<file path="config.mk">
export PLATFORM = sky130hd
export DESIGN_NAME = danceGame
export DESIGN_NICKNAME = d
export VERILOG_FILES = /design/src/hdl/ddr_pkg.sv /design/src/hdl/stepSequencer.sv /design/src/hdl/fallingLane.sv /design/src/hdl/scoreKeeper.sv /design/src/hdl/danceGame.sv
export VERILOG_INCLUDE_DIRS = /design/src /design/src/hdl
export SDC_FILE = /design/constraint.sdc
export NUM_CORES = 1
export LEC_CHECK = 0
export ABC_CLOCK_PERIOD_IN_PS = 2100
export BUFFER_PORTS_ARGS = -buffer_cell sky130_fd_sc_hd__buf_2
export CORE_ASPECT_RATIO = 0.75
export CORE_MARGIN = 2
export CORE_UTILIZATION = 53
export CTS_BUF_LIST = sky130_fd_sc_hd__clkbuf_8
export CTS_CLUSTER_DIAMETER = 50
export DETAILED_ROUTE_END_ITERATION = 8
export PLACE_DENSITY = 0.76
export SYNTH_ARGS = -nofsm -noshare
export SYNTH_HDL_FRONTEND = slang
export SYNTH_HIERARCHICAL = 1
export SYNTH_SLANG_ARGS = --single-unit
</file>
<file path="constraint.sdc">
create_clock -name clock -period 2.1 [get_ports clock]
set_input_delay 0 -clock clock [delete_from_list [all_inputs] [get_ports clock]]
set_output_delay 0 -clock clock [all_outputs]
set_load 0.02 [all_outputs]
</file>
<file path="src/hdl/ddr_macros.svh">
// lane count, fall timing, field rows, step gaps, choreography length and score width
`ifndef DDR_MACROS_SVH
`define DDR_MACROS_SVH

// four lanes, one per arrow
`define NUM_LANES 4

// clocks between one-row moves of a falling block
`define FALL_TICK 4
`define TICK_W 2 // wide enough for FALL_TICK - 1

// field rows
`define Y_TOP 8'd20 // spawn row
`define Y_WINDOW 8'd75 // press window opens below this row
`define Y_BOTTOM 8'd90 // last row before a miss

// gap lengths in cycles, selected by a 2-bit gap code
`define GAP_0 40
`define GAP_1 24
`define GAP_2 80
`define GAP_3 36
`define GAP_CNT_W 7 // holds the longest gap

// choreography
`define STEP_COUNT 16
`define STEP_W 4 // step index width

// score register, two hex digits
`define SCORE_W 8

`endif

</file>
<file path="src/hdl/ddr_pkg.sv">
// lane and spawn types, choreography tables, seven-segment patterns and gap lookup
`include "ddr_macros.svh"

package ddr_pkg;

	typedef logic [1:0] laneIndex_t;
	typedef logic [1:0] gapCode_t;

	typedef struct packed {
		logic       valid; // one-cycle spawn pulse
		laneIndex_t lane;
	} spawn_t;

	typedef struct packed {
		logic key; // push button
		logic pad; // floor pad
	} laneInput_t;

	typedef struct packed {
		logic       active;
		logic       window; // press accepted
		logic       hit;
		logic       miss;
		logic [7:0] y; // current row
	} laneStatus_t;

	// leading pairs of the original step and timing strings
	localparam laneIndex_t CHOREO_LANE [`STEP_COUNT] = '{
		2'd1, 2'd1, 2'd1, 2'd0, 2'd0, 2'd1, 2'd1, 2'd3,
		2'd0, 2'd0, 2'd0, 2'd3, 2'd1, 2'd2, 2'd0, 2'd0
	};
	localparam gapCode_t CHOREO_GAP [`STEP_COUNT] = '{
		2'd3, 2'd0, 2'd3, 2'd2, 2'd0, 2'd2, 2'd1, 2'd3,
		2'd0, 2'd3, 2'd3, 2'd0, 2'd0, 2'd3, 2'd1, 2'd0
	};

	// active low, segment g in bit 6
	localparam logic [6:0] SEG_TABLE [16] = '{
		7'b100_0000, 7'b111_1001, 7'b010_0100, 7'b011_0000,
		7'b001_1001, 7'b001_0010, 7'b000_0010, 7'b111_1000,
		7'b000_0000, 7'b001_1000, 7'b000_1000, 7'b000_0011,
		7'b100_0110, 7'b010_0001, 7'b000_0110, 7'b000_1110
	};

	function automatic logic [`GAP_CNT_W-1:0] gapCycles(input gapCode_t code);
		case (code)
			2'd0: gapCycles = `GAP_CNT_W'(`GAP_0);
			2'd1: gapCycles = `GAP_CNT_W'(`GAP_1);
			2'd2: gapCycles = `GAP_CNT_W'(`GAP_2);
			default: gapCycles = `GAP_CNT_W'(`GAP_3);
		endcase
	endfunction

endpackage

</file>
<file path="src/hdl/stepSequencer.sv">
// step sequencer: walks the choreography and fires one spawn pulse per step
`timescale 1ns/100ps
`include "ddr_macros.svh"

module stepSequencer
(
	input  logic            clock,
	input  logic            resetn,
	output ddr_pkg::spawn_t spawn
);

	logic [`STEP_W-1:0]    stepIndex; // current choreography step
	logic [`GAP_CNT_W-1:0] gapCount; // cycles since last spawn
	logic [`GAP_CNT_W-1:0] gapLength;
	logic                  gapDone;
	logic                  lastStep;
	logic                  spawnValid;
	ddr_pkg::laneIndex_t   spawnLane;

	// gap of the step that is waiting to fire
	assign gapLength = ddr_pkg::gapCycles(ddr_pkg::CHOREO_GAP[stepIndex]);
	assign gapDone = (gapCount == gapLength - 1'b1);
	assign lastStep = (stepIndex == `STEP_W'(`STEP_COUNT - 1));

	always_ff @(posedge clock)
	begin
		if (resetn)
		begin
			stepIndex <= '0;
			gapCount <= '0;
		end
		else if (gapDone)
		begin
			gapCount <= '0; // restart for the next step
			if (lastStep)
			begin
				stepIndex <= '0; // wrap to the top of the table
			end
			else
			begin
				stepIndex <= stepIndex + 1'b1;
			end
		end
		else
		begin
			gapCount <= gapCount + 1'b1;
		end
	end

	// registered pulse, so it stays low in the cycle after reset
	always_ff @(posedge clock)
	begin
		if (resetn)
		begin
			spawnValid <= 1'b0;
		end
		else
		begin
			spawnValid <= gapDone;
		end
	end

	// lane only matters alongside valid
	always_ff @(posedge clock)
	begin
		if (gapDone)
		begin
			spawnLane <= ddr_pkg::CHOREO_LANE[stepIndex];
		end
	end

	assign spawn.valid = spawnValid;
	assign spawn.lane = spawnLane;

	// gaps are far longer than one cycle, so a pulse never repeats back to back
	spawnSinglePulse: assert property (@(posedge clock) disable iff (resetn)
		spawn.valid |=> !spawn.valid)
		else $error("spawn valid held for two cycles");

endmodule

</file>
<file path="src/hdl/fallingLane.sv">
// falling lane: block row, fall timer, press window and hit/miss pulses
`timescale 1ns/100ps
`include "ddr_macros.svh"

module fallingLane
#(
	parameter int LANE_ID = 0
)
(
	input  logic                 clock,
	input  logic                 resetn,
	input  ddr_pkg::spawn_t      spawn,
	input  ddr_pkg::laneInput_t  press,
	output ddr_pkg::laneStatus_t status
);

	logic              active; // block is falling
	logic [7:0]        row;
	logic [`TICK_W-1:0] tickCount; // cycles since last move
	logic              hitPulse;
	logic              missPulse;
	logic              window;
	logic              pressed;
	logic              spawnHere;
	logic              tickDone;

	assign spawnHere = spawn.valid && (spawn.lane == ddr_pkg::laneIndex_t'(LANE_ID));
	assign pressed = press.key | press.pad; // either input counts
	assign window = active && (row > `Y_WINDOW);
	assign tickDone = (tickCount == `TICK_W'(`FALL_TICK - 1));

	always_ff @(posedge clock)
	begin
		if (resetn)
		begin
			active <= 1'b0;
			row <= `Y_TOP;
			tickCount <= '0;
			hitPulse <= 1'b0;
			missPulse <= 1'b0;
		end
		else
		begin
			hitPulse <= 1'b0;
			missPulse <= 1'b0;
			if (!active)
			begin
				if (spawnHere)
				begin
					active <= 1'b1;
					row <= `Y_TOP;
					tickCount <= '0;
				end
			end
			else if (window && pressed)
			begin
				hitPulse <= 1'b1; // caught in time
				active <= 1'b0;
				row <= `Y_TOP;
			end
			else if (tickDone)
			begin
				tickCount <= '0;
				if (row == `Y_BOTTOM)
				begin
					missPulse <= 1'b1; // fell off the field
					active <= 1'b0;
					row <= `Y_TOP;
				end
				else
				begin
					row <= row + 1'b1;
				end
			end
			else
			begin
				tickCount <= tickCount + 1'b1;
			end
		end
	end

	assign status.active = active;
	assign status.window = window;
	assign status.hit = hitPulse;
	assign status.miss = missPulse;
	assign status.y = row;

	hitMissExclusive: assert property (@(posedge clock) disable iff (resetn)
		!(status.hit && status.miss))
		else $error("lane %0d hit and miss together", LANE_ID);

	windowNeedsActive: assert property (@(posedge clock) disable iff (resetn)
		status.window |-> status.active)
		else $error("lane %0d window open while idle", LANE_ID);

endmodule

</file>
<file path="src/hdl/scoreKeeper.sv">
// score keeper: hit counter with clear and two seven-segment digits
`timescale 1ns/100ps
`include "ddr_macros.svh"

module scoreKeeper
(
	input  logic                 clock,
	input  logic                 resetn,
	input  logic                 clearScore,
	input  ddr_pkg::laneStatus_t laneState [`NUM_LANES],
	output logic [`SCORE_W-1:0]  score,
	output logic [6:0]           segOnes,
	output logic [6:0]           segTens
);

	localparam int HIT_W = $clog2(`NUM_LANES + 1);

	logic [HIT_W-1:0] hitCount; // hits seen this cycle

	// several lanes can hit in the same cycle
	always_comb
	begin
		hitCount = '0;
		for (int i = 0; i < `NUM_LANES; i++)
		begin
			hitCount = hitCount + HIT_W'(laneState[i].hit);
		end
	end

	always_ff @(posedge clock)
	begin
		if (resetn)
		begin
			score <= '0;
		end
		else if (clearScore)
		begin
			score <= '0; // clear wins over hits
		end
		else
		begin
			score <= score + `SCORE_W'(hitCount); // wraps at 256
		end
	end

	assign segOnes = ddr_pkg::SEG_TABLE[score[3:0]];
	assign segTens = ddr_pkg::SEG_TABLE[score[7:4]];

	// score only moves on the edge after a lane hit or a clear
	scoreStable: assert property (@(posedge clock) disable iff (resetn)
		(!clearScore && hitCount == '0) |=> $stable(score))
		else $error("score changed without a hit or clear");

endmodule

</file>
<file path="src/hdl/danceGame.sv">
// top level: step sequencer, generated falling lanes and score keeper
`timescale 1ns/100ps
`include "ddr_macros.svh"

module danceGame
(
	input  logic                 clock,
	input  logic                 resetn,
	input  ddr_pkg::laneInput_t  laneIn [`NUM_LANES],
	input  logic                 clearScore,
	output ddr_pkg::laneStatus_t laneState [`NUM_LANES],
	output logic [`SCORE_W-1:0]  score,
	output logic [6:0]           segOnes,
	output logic [6:0]           segTens
);

	ddr_pkg::spawn_t spawnBus; // shared by every lane

	stepSequencer sequencerInst
	(
		.clock  (clock),
		.resetn (resetn),
		.spawn  (spawnBus)
	);

	genvar laneNum;
	generate
		for (laneNum = 0; laneNum < `NUM_LANES; laneNum++)
		begin : lanes
			fallingLane #(.LANE_ID(laneNum)) laneInst
			(
				.clock  (clock),
				.resetn (resetn),
				.spawn  (spawnBus),
				.press  (laneIn[laneNum]),
				.status (laneState[laneNum])
			);
		end
	endgenerate

	scoreKeeper scoreInst
	(
		.clock      (clock),
		.resetn     (resetn),
		.clearScore (clearScore),
		.laneState  (laneState),
		.score      (score),
		.segOnes    (segOnes),
		.segTens    (segTens)
	);

endmodule

</file>
==> results of run 1 <==
[area by class of cell]
type	count	area [µm²]
Clock buffer	10	138
Clock inverter	6	81.3
Fill cell	708	3020
Inverter	26	100
Multi-Input combinational cell	398	2990
Sequential cell	74	1510
Tap cell	108	135
Timing Repair Buffer	95	520
[worst reg2reg max path: stages, from the launching register on]
cell and delay [ns]:
dfxtp_4 0.38, inv_4 0.04, ha_4 0.28, nand2_2 0.08
o21ai_2 0.10, o21a_2 0.20, inv_2 0.06, ha_4 0.17
xnor2_4 0.16, o211ai_4 0.12, nor2_4 0.22, buf_6 0.14
[repair_timing]
item                       CTS  global route
resized for setup            8            24
buffers inserted             2             1
setup endpoints to repair   12            17
pin swaps                    5            15
[kinds of logic after synthesis]
| group | after synthesis |
|---|---|
| compound gates | 109 |
| simple gates | 200 |
| buf+inv | 57 |
| mux | 19 |
| flops | 74 |
| fa+ha+maj | 36 |
| xor+xnor | 34 |
[synth_stat cells (3+ instances only)]
cell      count
a211oi_1      5
a21oi_1      27
a21oi_2       4
a22o_1        4
a31oi_1       5
and3_1        4
and4b_1       4
buf_2         5
buf_4        18
clkbuf_1      6
dfxtp_1      72
fa_1          3
ha_1         33
inv_1        26
mux2_2        3
mux2i_1      14
nand2_1      36
nand2b_1     13
nand3_1      21
nand4_1       5
nor2_1       64
nor3_1       12
nor4_1        5
o211ai_1      7
o211ai_2      5
o21ai_0      19
o21ai_1       3
o21ai_2       4
o21ba_1       3
o221a_2       4
o31a_1        4
or3_1         7
xnor2_1      26
xor2_1        8
[layer usage]
metal	global-route usage	routed length, µm	up-vias
li1	-	-	2010
met1	0.305	5120	1898
met2	0.346	4810	118
met3	0.0429	499	14
met4	0.0543	109	0
met5	0	0	-
[worst max-delay path by stage]
stage | startpoint | to | slack, ns
after detailed placement | sequencerInst/stepIndex[0] | sequencerInst/stepIndex[0] | -0.13
final | sequencerInst/stepIndex[0] | sequencerInst/spawnLane[1] | -0.12
after global placement | sequencerInst/stepIndex[0] | sequencerInst/stepIndex[0] | 0.005
after floorplan | lanes[3].laneInst/hitPulse | scoreInst/score[7] | -0.02
after global routing | sequencerInst/stepIndex[0] | sequencerInst/gapCount[0] | -0.18
after CTS | sequencerInst/stepIndex[0] | sequencerInst/spawnLane[1] | -0.09
[metrics by stage]
| step | TNS [ns] | total power [mW] |
|---|---|---|
| after floorplan | -0.0180 | 1.49 |
| after global placement | 0 | 1.51 |
| after detailed placement | -1.16 | 1.51 |
| after CTS | -0.660 | 2.73 |
| after global routing | -2.07 | 2.81 |
| final | -1.11 | 2.71 |
[power groups by stage]
stage / combinational (mW) / sequential (mW) / clock [mW]
4_1_cts: 0.0670 / 1.42 / 1.25
2_1_floorplan: 0.0384 / 1.45 / 0
5_1_grt: 0.0776 / 1.42 / 1.32
3_3_place_gp: 0.0641 / 1.45 / 0
3_5_place_dp: 0.0664 / 1.45 / 0
6_report: 0.0701 / 1.42 / 1.22
[state kept, by name, summed over array words and instances (netlist names)]
| signal | flops |
|---|---|
| scoreInst/score | 8 |
| sequencerInst/spawnValid | 1 |
| lanes.laneInst/active | 4 |
| lanes.laneInst/row | 32 |
| sequencerInst/spawnLane | 2 |
| lanes.laneInst/missPulse | 4 |
| sequencerInst/gapCount | 7 |
| lanes.laneInst/hitPulse | 4 |
| lanes.laneInst/tickCount | 8 |
| sequencerInst/stepIndex | 4 |
==> metrics, run 1 <==
Critical Path RT=2.17 ns; FF-to-FF Start=sequencerInst/stepIndex[0]; Final min period=roughly 2.2 ns; # IOs=just over 80; Clock power frac=0.451; worst slew pin tran=0.588 ns; Crit Path Max Fanout=5; critical path endpoint category=flip-flop; post-route worst setup slack=-0.122 ns; mapped cell area=roughly 4600 µm²; largest family of logic cells by synthesized area=simple AND/OR/NAND/NOR gates; Stages on worst setup path=11; YS warnings=6; clk slew on worst S/H paths=about 0.080 ns; Clock Skew=roughly 0.015 ns; maximum root-to-sink buffer count=2; antenna fix cells=0; pre-CTS WS=-0.132 ns; core area=between 8000 and 9000 µm²; mux share of post-synthesis cell area=0.0439; run status=finished, violations left; Compound-Gate Fraction of Synth Area=0.168; gr usage total=0.217; switch share=0.213; DP HPWL=7640 µm; Crit path top cell by count=ha_4; classification of the worst setup path=flip-flop to flip-flop; Pint=2.13 mW; cell taking the most area after synthesis=dfxtp_1; final weighted congestion in routability-driven placement=between 0.8 and 0.9; row count=29; CTS Sinks=74; Async S/R FF share, synth=0; Post-Syn Nets=around 580; Final Hold Viols=0; xor and xnor area share after synthesis=0.0642; Switching Power=slightly below 0.6 mW; die height=approximately 85 µm; FF-to-FF End=sequencerInst/spawnLane[1]; commonest non-fill, non-tap cell in the layout=buf_2; number of vias per cell=between 5 and 6; # hold bufs at CTS=0; dpl cells=698; sequential share of the synthesized area=0.324; commonest cells after routing, fill and taps aside=buf_2, dfxtp_1, nor2_1, nand2_1, ha_1; Hold Crit Depth=3; slowest stage delay, CP=around 0.38 ns; H-tree depth=3; pwr dens=495 nW/µm²; CP max-delay cell=dfxtp_4; HP Class=input pin to flip-flop; DIE AREA=9530 µm²; post-synth cell types=70; max-cap violations=0; maximum clock frequency=roughly 450 MHz; Crit path arrival time=about 2.3 ns; DRC violations left=0; vias in the first global route=between 3,000 and 4,000; worst path bufs/invs=3; Post-synth EDFFs=2; Synth area leaders=dfxtp_1, ha_1, nor2_1; DP Area=around 5000 µm²; CP top delay family=adder cells; VDD IR max=about 390 µV; Initial Util=0.547; Routed Antenna Nets=0; Root Driver=clkbuf_8; startpoint class of the critical path=flip-flop; Post-Synth Simple-Gate Area=0.232; Leak Pwr=between 2 and 2.5 nW; initial antenna violation count=0; fin cells=slightly above 700; DIE WIDTH=between 100 and 150 µm; crit path cell chain=inv_4 -> ha_4 -> nand2_2 -> o21ai_2 -> o21a_2 -> inv_2 -> ha_4 -> xnor2_4 -> o211ai_4 -> nor2_4 -> buf_6; # nets final=651; drt pass-1 iters=7; DR WL/cell=about 15 µm; RSZ-0062 raised after global routing=true; CTS tree=yes; largest net degree at the start of global routing=27; area delta synth->final=17.9%; Final Cycle Share=1.06; DR iter-0 viols=330; synthesis-stage register bit count=74; Port Buffers=80; Post-Route Utilization=0.644; Cells after Synth=approximately 530; Setup Viol. Count Final=14; flop2flop setup slack=-0.12 ns; normalized max-slew margin=0.608; violated checks=negative setup slack; Flop pwr share=0.523; R2R cell count=11; DR vias=between 4,000 and 5,000; layout cells sized above 1=0.299; Adder-Cell Fraction of Synth Area=0.102; grt total ovfl=0; drt total wl=approximately 11,000 µm; Synth Area per Inst=about 8.8 µm²; max-slew violations=0; Hold EP=scoreInst/score[7]; Hold WS=around 0.016 ns; clock latency on the worst-skew pair=roughly 0.35 ns; Comb power frac=0.026; number of CTS-inserted buffers=9; first-pass GRT wire length=between 15,000 and 20,000 µm; min-delay src=clearScore; ys flop type=dfxtp_1; Synth top area share=0.311; fin area=5470 µm²
Power figures use the tool's default switching activity.
==> run 2, diff against run 1 <==
--- a/config.mk
+++ b/config.mk
@@ -17,5 +17,4 @@
 export PLACE_DENSITY = 0.76
 export SYNTH_ARGS = -nofsm -noshare
 export SYNTH_HDL_FRONTEND = slang
-export SYNTH_HIERARCHICAL = 1
 export SYNTH_SLANG_ARGS = --single-unit
==> run 2 against run 1 <==
The run still ends with negative setup slack left; fmax down 12%; global-route usage up 0.40 points; power up 0.30%; clock skew down 0.0037 ns; largest power group unchanged.
==> metrics, run 2 <==
grt total ovfl=0 (unchanged); YS warnings=0 (-6); Initial Util=0.543 (-0.00361); drt pass-1 iters=4 (-3); CTS Sinks=74 (unchanged); DP HPWL=7430 µm (-2.7%); fin area=5440 µm² (-0.50%); Most flops, register=lanes.laneInst.row; max-cap violations=0 (unchanged); layout filler cell count=697 (-1.6%); drt total wl=10,200 µm (-2.9%); Setup Viol. Count Final=19 (+5); Root Driver=clkbuf_8; ys flop type=dfxtp_1; synthesis-stage register bit count=74 (unchanged); row count=29 (unchanged); final weighted congestion in routability-driven placement=0.844 (-5.6%); Final Hold Viols=0 (unchanged); sequential share of the synthesized area=0.328 (+0.00496); top flop regs=lanes.laneInst.row x32, lanes.laneInst.tickCount x8, scoreInst.score x8; largest net degree at the start of global routing=32 (+19%); layout cells sized above 1=0.273 (-0.0257); maximum clock frequency=396 MHz (-12%); pwr dens=499 nW/µm² (+0.80%); initial antenna violation count=0 (unchanged); Multi-input gate area=2890 µm² (-3.3%); Stages on worst setup path=9 (-2); DR iter-0 viols=262 (-21%); commonest cells after routing, fill and taps aside=buf_2, dfxtp_1, nor2_1, a21oi_1; mapped cell area=4570 µm² (-1.5%); DRC violations left=0 (unchanged); worst slew pin tran=0.618 ns (+0.0307 ns); crit path cell chain=inv_4 -> ha_1 -> mux4_2 -> ha_4 -> or3_4 -> a211o_4 -> nor2_4 -> buf_12 -> nor3_1; RSZ-0062 raised after global routing=true; critical path endpoint category=flip-flop; clk slew on worst S/H paths=0.08 ns (about the same); # IOs=81 (unchanged); Final min period=2.52 ns (+0.300 ns); Cells after Synth=524 (-0.95%); cell taking the most area after synthesis=dfxtp_1; area delta synth->final=19.1%; pre-CTS WS=-0.395 ns (-0.262 ns); Hold Crit Depth=3 (unchanged); DP Area=5120 µm² (+0.59%); H-tree depth=3 (unchanged); normalized max-slew margin=0.588 (-0.0199); GR Util met2=0.352 (+0.00599); Post-Route Utilization=0.647 (+0.00229); GRT busiest layer=met2; # hold bufs at CTS=0 (unchanged); CTS tree=yes; post-route worst setup slack=-0.422 ns (-0.300 ns); Post-synth top cells=dfxtp_1, ha_1, nor2_1; max reg flops=32 (unchanged); Post-synth EDFFs=2 (unchanged); Port Buffers=80 (unchanged); run status=finished, violations left; Synth Area per Inst=8.72 µm² (-0.57%); GR Util met3=0.0542 (+0.0113); number of vias per cell=5.59 (-0.74%); startpoint class of the critical path=flip-flop; clock latency on the worst-skew pair=0.36 ns (about the same); DIE AREA=9390 µm² (-1.4%); CP top delay family=simple AND/OR/NAND/NOR gates; slowest stage delay, CP=0.53 ns (+0.15 ns); most common cell in the netlist=dfxtp_1; worst path bufs/invs=2 (-1); die height=84.4 µm (-0.72%); Post-Syn Nets=574 (-0.35%); Leak Pwr=2.09 nW (-7.7%); core area=8420 µm² (-0.85%); vias in the first global route=3,583 (-4.1%); classification of the worst setup path=flip-flop to flip-flop; Synth top area share=0.315 (+0.00476); Synth area leaders=dfxtp_1, ha_1, xnor2_1; gr usage total=0.221 (+0.00403); antenna fix cells=0 (unchanged); number of CTS-inserted buffers=9 (unchanged); post-synth cell types=67 (-4.3%); maximum root-to-sink buffer count=2 (unchanged); CP max-delay cell=mux4_2; violated checks=negative setup slack; Async S/R FF share, synth=0 (unchanged); commonest non-fill, non-tap cell in the layout=buf_2; Final Cycle Share=1.20 (+0.143); # nets final=649 (-0.31%); Crit path arrival time=2.74 ns (+0.45 ns); Seq. cell area=1510 µm² (about the same); DR vias=3,982 (-1.4%); Critical Path RT=2.32 ns (+0.15 ns); max-slew violations=0 (unchanged); first-pass GRT wire length=17,200 µm (-0.52%); Clock Skew=0.0112 ns (-0.00368 ns); Crit Path Max Fanout=7 (+2); DR WL/cell=14.4 µm (-2.2%); HP Class=input pin to flip-flop; DIE WIDTH=111 µm (-0.73%); VDD IR max=397 µV (+3.1%); met1 Track Usage GR=0.307 (+0.00184); R2R cell count=9 (-2); Routed Antenna Nets=0 (unchanged)
==> run 2: cell types whose count changed after synthesis, moves of 6 or more <==
cell | before | now
nor3_1 | 12 | 22
clkbuf_1 | 6 | 16
nor2_1 | 64 | 35
a21oi_1 | 27 | 34
xor2_1 | 8 | 14
nand4_1 | 5 | 11
nor2b_1 | 1 | 10
nand2b_1 | 13 | 6
==> run 2: power by group <==
| part | total (mW) | switching, mW | internal, mW |
|---|---|---|---|
| Combinational | 0.0672 | 0.0432 | 0.0240 |
| Sequential | 1.41 | 0.00390 | 1.41 |
| Clock | 1.23 | 0.541 | 0.693 |
==> run 2: final cells by class <==
type,instances,area share
Multi-Input combinational cell,385,0.531
Clock inverter,6,0.0149
Sequential cell,74,0.277
Clock buffer,10,0.0253
Timing Repair Buffer,102,0.108
Tap cell,108,0.0248
Inverter,27,0.0191
==> run 2: kinds of logic after synthesis <==
logic type / Yosys count / share of synthesized area
AND/OR/NAND/NOR: 183 / 0.221
AO/OA/AOI/OAI: 115 / 0.172
flip-flops: 74 / 0.328
buffers and inverters: 65 / 0.0698
adder cells (fa/ha/maj): 39 / 0.110
XOR/XNOR: 35 / 0.0671
multiplexers: 13 / 0.0320
==> run 2: per-stage QoR <==
stage	instances	power, mW	hold slack [ns]	TNS [ns]
2_1_floorplan	524	1.49	0.217	-3.85
3_3_place_gp	694	1.51	0.383	-4.92
3_5_place_dp	694	1.51	0.374	-5.96
4_1_cts	712	2.73	0.00452	-5.60
5_1_grt	712	2.80	0.0400	-7.26
6_report	712	2.72	0.0146	-5.98
==> run 2: what timing repair did <==
| item | CTS | global route |
|---|---|---|
| pin swaps | 8 | 1 |
| setup endpoints to repair | 19 | 21 |
| gates resized for setup | 13 | 5 |
| buffers inserted | 2 | 0 |
==> run 2: final timing paths <==
| kind | startpoint | to | slack (ns) |
|---|---|---|---|
| setup / recovery | sequencerInst.stepIndex[1] | sequencerInst.gapCount[5] | -0.42 |
| hold / removal | clearScore | scoreInst.score[4] | 0.01 |
| setup reg to reg | sequencerInst.stepIndex[1] | sequencerInst.gapCount[5] | -0.42 |
| hold reg to reg | sequencerInst.gapCount[0] | sequencerInst.gapCount[0] | 0.45 |
==> run 2: metal layers <==
layer | up-vias | part of all wire
li1 | 2014 | -
met1 | 1860 | 0.48
met2 | 98 | 0.46
met3 | 10 | 0.047
met4 | 0 | 0.0087
met5 | - | 0
==> run 2: worst register-to-register path, stage by stage, from the launching register on <==
cell and delay (ns):
dfxtp_2 0.36, inv_4 0.06, ha_1 0.20, mux4_2 0.53
ha_4 0.19, or3_4 0.33, a211o_4 0.37, nor2_4 0.16
buf_12 0.13, nor3_1 0.05
==> run 3, diff against run 2 <==
--- a/config.mk
+++ b/config.mk
@@ -7,14 +7,15 @@
 export NUM_CORES = 1
 export LEC_CHECK = 0
 export ABC_CLOCK_PERIOD_IN_PS = 2100
-export BUFFER_PORTS_ARGS = -buffer_cell sky130_fd_sc_hd__buf_2
+export BUFFER_PORTS_ARGS = -buffer_cell sky130_fd_sc_hd__clkbuf_2
 export CORE_ASPECT_RATIO = 0.75
 export CORE_MARGIN = 2
-export CORE_UTILIZATION = 53
+export CORE_UTILIZATION = 36
 export CTS_BUF_LIST = sky130_fd_sc_hd__clkbuf_8
 export CTS_CLUSTER_DIAMETER = 50
 export DETAILED_ROUTE_END_ITERATION = 8
-export PLACE_DENSITY = 0.76
+export PLACE_DENSITY = 0.55
+export SETUP_SLACK_MARGIN = 0.2
 export SYNTH_ARGS = -nofsm -noshare
 export SYNTH_HDL_FRONTEND = slang
 export SYNTH_SLANG_ARGS = --single-unit
==> run 3 against run 2 <==
The run still ends with negative setup slack left; fmax rose by 1.8%; largest cell class unchanged; count of clock-buffer cells in the layout rose by 1; cell area rose by 3.0%; power fell by 3.9%; wire length rose by 3.4%; first-iteration DRC count fell by 32%; setup slack improved by 0.045 ns; critical path type unchanged; clock power fell by 9%; cell count rose by 9.4%.
==> metrics, run 3 (synthesized netlist as in run 2, its figures left out) <==
drt total wl=10,600 µm (+3.4%); die height=102 µm (+20%); DR WL/cell=13.6 µm (-5.5%); commonest cells after routing, fill and taps aside=clkbuf_2, dfxtp_1, nor2_1, nand2_1, a21oi_1; Initial Util=0.370 (-0.173); Hold Crit Depth=3 (unchanged); clock latency on the worst-skew pair=0.35 ns (about the same); number of CTS-inserted buffers=9 (unchanged); area delta synth->final=22.7%; max-cap violations=0 (unchanged); layout cells sized above 1=0.299 (+0.0254); max-slew violations=0 (unchanged); layout filler cell count=1,211 (+74%); normalized max-slew margin=0.531 (-0.0565); Final Cycle Share=1.18 (-0.0215); largest net degree at the start of global routing=21 (-34%); # nets final=658 (+1.4%); CTS Sinks=74 (unchanged); Most flops, register=lanes.laneInst.row; VDD IR max=282 µV (-29%); crit path cell chain=inv_4 -> ha_4 -> mux4_2 -> ha_4 -> or3_4 -> a211o_4 -> nor2_4; maximum root-to-sink buffer count=2 (unchanged); initial antenna violation count=0 (unchanged); Crit path arrival time=2.54 ns (-0.20 ns); pwr dens=466 nW/µm² (-6.7%); Setup Viol. Count Final=20 (+1); Critical Path RT=2.16 ns (-0.16 ns); DRC violations left=0 (unchanged); Clock Skew=0.00795 ns (-0.00327 ns); Crit Path Max Fanout=6 (-1); max reg flops=32 (unchanged); gr usage total=0.159 (-0.0621); top flop regs=lanes.laneInst.row x32, lanes.laneInst.tickCount x8, scoreInst.score x8; classification of the worst setup path=flip-flop to flip-flop; Routed Antenna Nets=0 (unchanged); DP HPWL=7770 µm (+4.6%); DR iter-0 viols=179 (-32%); DIE AREA=13,600 µm² (+45%); grt total ovfl=0 (unchanged); min-delay src=laneIn[3]; maximum clock frequency=404 MHz (+1.8%); Crit path top cell by count=ha_4; critical path endpoint category=flip-flop; H-tree depth=3 (unchanged); FF-to-FF Start=sequencerInst.stepIndex[1]; core area=12,300 µm² (+47%); worst slew pin tran=0.700 ns (+0.0817 ns); row count=35 (+21%); run status=finished, violations left; RSZ-0062 raised after global routing=true; clk slew on worst S/H paths=0.08 ns (about the same); antenna fix cells=0 (unchanged); Final min period=2.48 ns (-0.0452 ns); fin area=5610 µm² (+3.0%); Final Hold Viols=0 (unchanged); DP Area=5230 µm² (+2.1%); slowest stage delay, CP=0.50 ns (-0.03 ns); commonest non-fill, non-tap cell in the layout=clkbuf_2; DR vias=3,958 (-0.60%); CTS tree=yes; Hold EP=lanes[2].laneInst.hitPulse; flop2flop setup slack=-0.38 ns (+0.05 ns); vias in the first global route=3,639 (+1.6%); final weighted congestion in routability-driven placement=0.801 (-5.1%); CP max-delay cell=mux4_2; R2R cell count=7 (-2); number of vias per cell=5.08 (-9.2%); # IOs=81 (unchanged); violated checks=negative setup slack; DIE WIDTH=134 µm (+21%); drt pass-1 iters=4 (unchanged); Leak Pwr=2.10 nW (+0.61%); FF-to-FF End=sequencerInst.spawnLane[0]; HP Class=input pin to flip-flop; setup TNS=-5.35 ns (+0.624 ns); Root Driver=clkbuf_8; post-route worst setup slack=-0.377 ns (+0.0452 ns); first-pass GRT wire length=17,600 µm (+2.5%); Port Buffers=80 (unchanged); startpoint class of the critical path=flip-flop
## run 3: cell types whose count changed in the layout (fill, tap and decap cells not counted), moves of 2 or more
cell | before | now
dfxtp_2 | 3 | 6
buf_2 | 80 | 0
a21oi_1 | 33 | 31
dfxtp_1 | 68 | 64
clkbuf_2 | 0 | 79
a21oi_2 | 3 | 5
buf_4 | 19 | 27
inv_1 | 20 | 22
## run 3: through the flow
stage / power [mW] / setup WS, ns / hold WS (ns) / utilization / instances
after detailed placement: 1.52 / -0.371 / 0.374 / 0.423 / 756
after global routing: 2.72 / -0.455 / 0.101 / 0.454 / 779
after floorplan: 1.49 / -0.388 / 0.217 / - / 524
after global placement: 1.52 / -0.334 / 0.388 / 0.423 / 756
final: 2.61 / -0.377 / 0.0783 / 0.454 / 779
after CTS: 2.65 / -0.368 / 0.0707 / 0.448 / 776
## run 3: layout make-up
| type | count | area (µm²) | area share |
|---|---|---|---|
| Clock buffer | 11 | 151 | 0.0270 |
| Clock inverter | 5 | 46.3 | 0.00826 |
| Inverter | 27 | 104 | 0.0185 |
| Multi-Input combinational cell | 385 | 2920 | 0.521 |
| Sequential cell | 74 | 1520 | 0.270 |
| Tap cell | 166 | 208 | 0.0370 |
| Timing Repair Buffer | 111 | 662 | 0.118 |
## run 3: worst max-delay path by stage
stage	startpoint	to	slack [ns]
5_1_grt	sequencerInst.stepIndex[1]	sequencerInst.stepIndex[0]	-0.46
3_5_place_dp	sequencerInst.stepIndex[1]	sequencerInst.spawnLane[0]	-0.37
6_report	sequencerInst.stepIndex[1]	sequencerInst.spawnLane[0]	-0.38
3_3_place_gp	sequencerInst.stepIndex[1]	sequencerInst.spawnLane[0]	-0.33
2_1_floorplan	sequencerInst.stepIndex[1]	sequencerInst.spawnLane[0]	-0.39
4_1_cts	sequencerInst.stepIndex[1]	sequencerInst.spawnLane[0]	-0.37
## run 3: report_power, final
group          switching (mW)  internal [mW]
Sequential            0.00419           1.41
Clock                   0.523          0.600
Combinational          0.0466         0.0265
## run 3: metal layers
metal / wire length (µm) / GRT usage / part of all wire / vias to the layer above
li1: - / - / - / 2036
met1: 5500 / 0.225 / 0.52 / 1846
met2: 4560 / 0.243 / 0.43 / 69
met3: 467 / 0.0385 / 0.044 / 7
met4: 53 / 0.0413 / 0.0050 / 0
met5: 0 / 0 / 0 / -
## run 3: timing repair
action | in CTS | in global routing
pin swaps | 10 | 6
gates resized for setup | 17 | 14
buffers inserted | 3 | 3
hold buffers | 1 | 0
endpoints found under the hold margin | 6 | 0
endpoints found under the setup margin | 22 | 28
## run 3: critical path: cells and delay by family, from the launching register on
family / cells / cell delay (ns)
compound gates: 1 / 0.38
fa+ha+maj: 2 / 0.42
buf+inv: 1 / 0.05
flops: 1 / 0.36
mux: 1 / 0.50
simple gates: 2 / 0.49
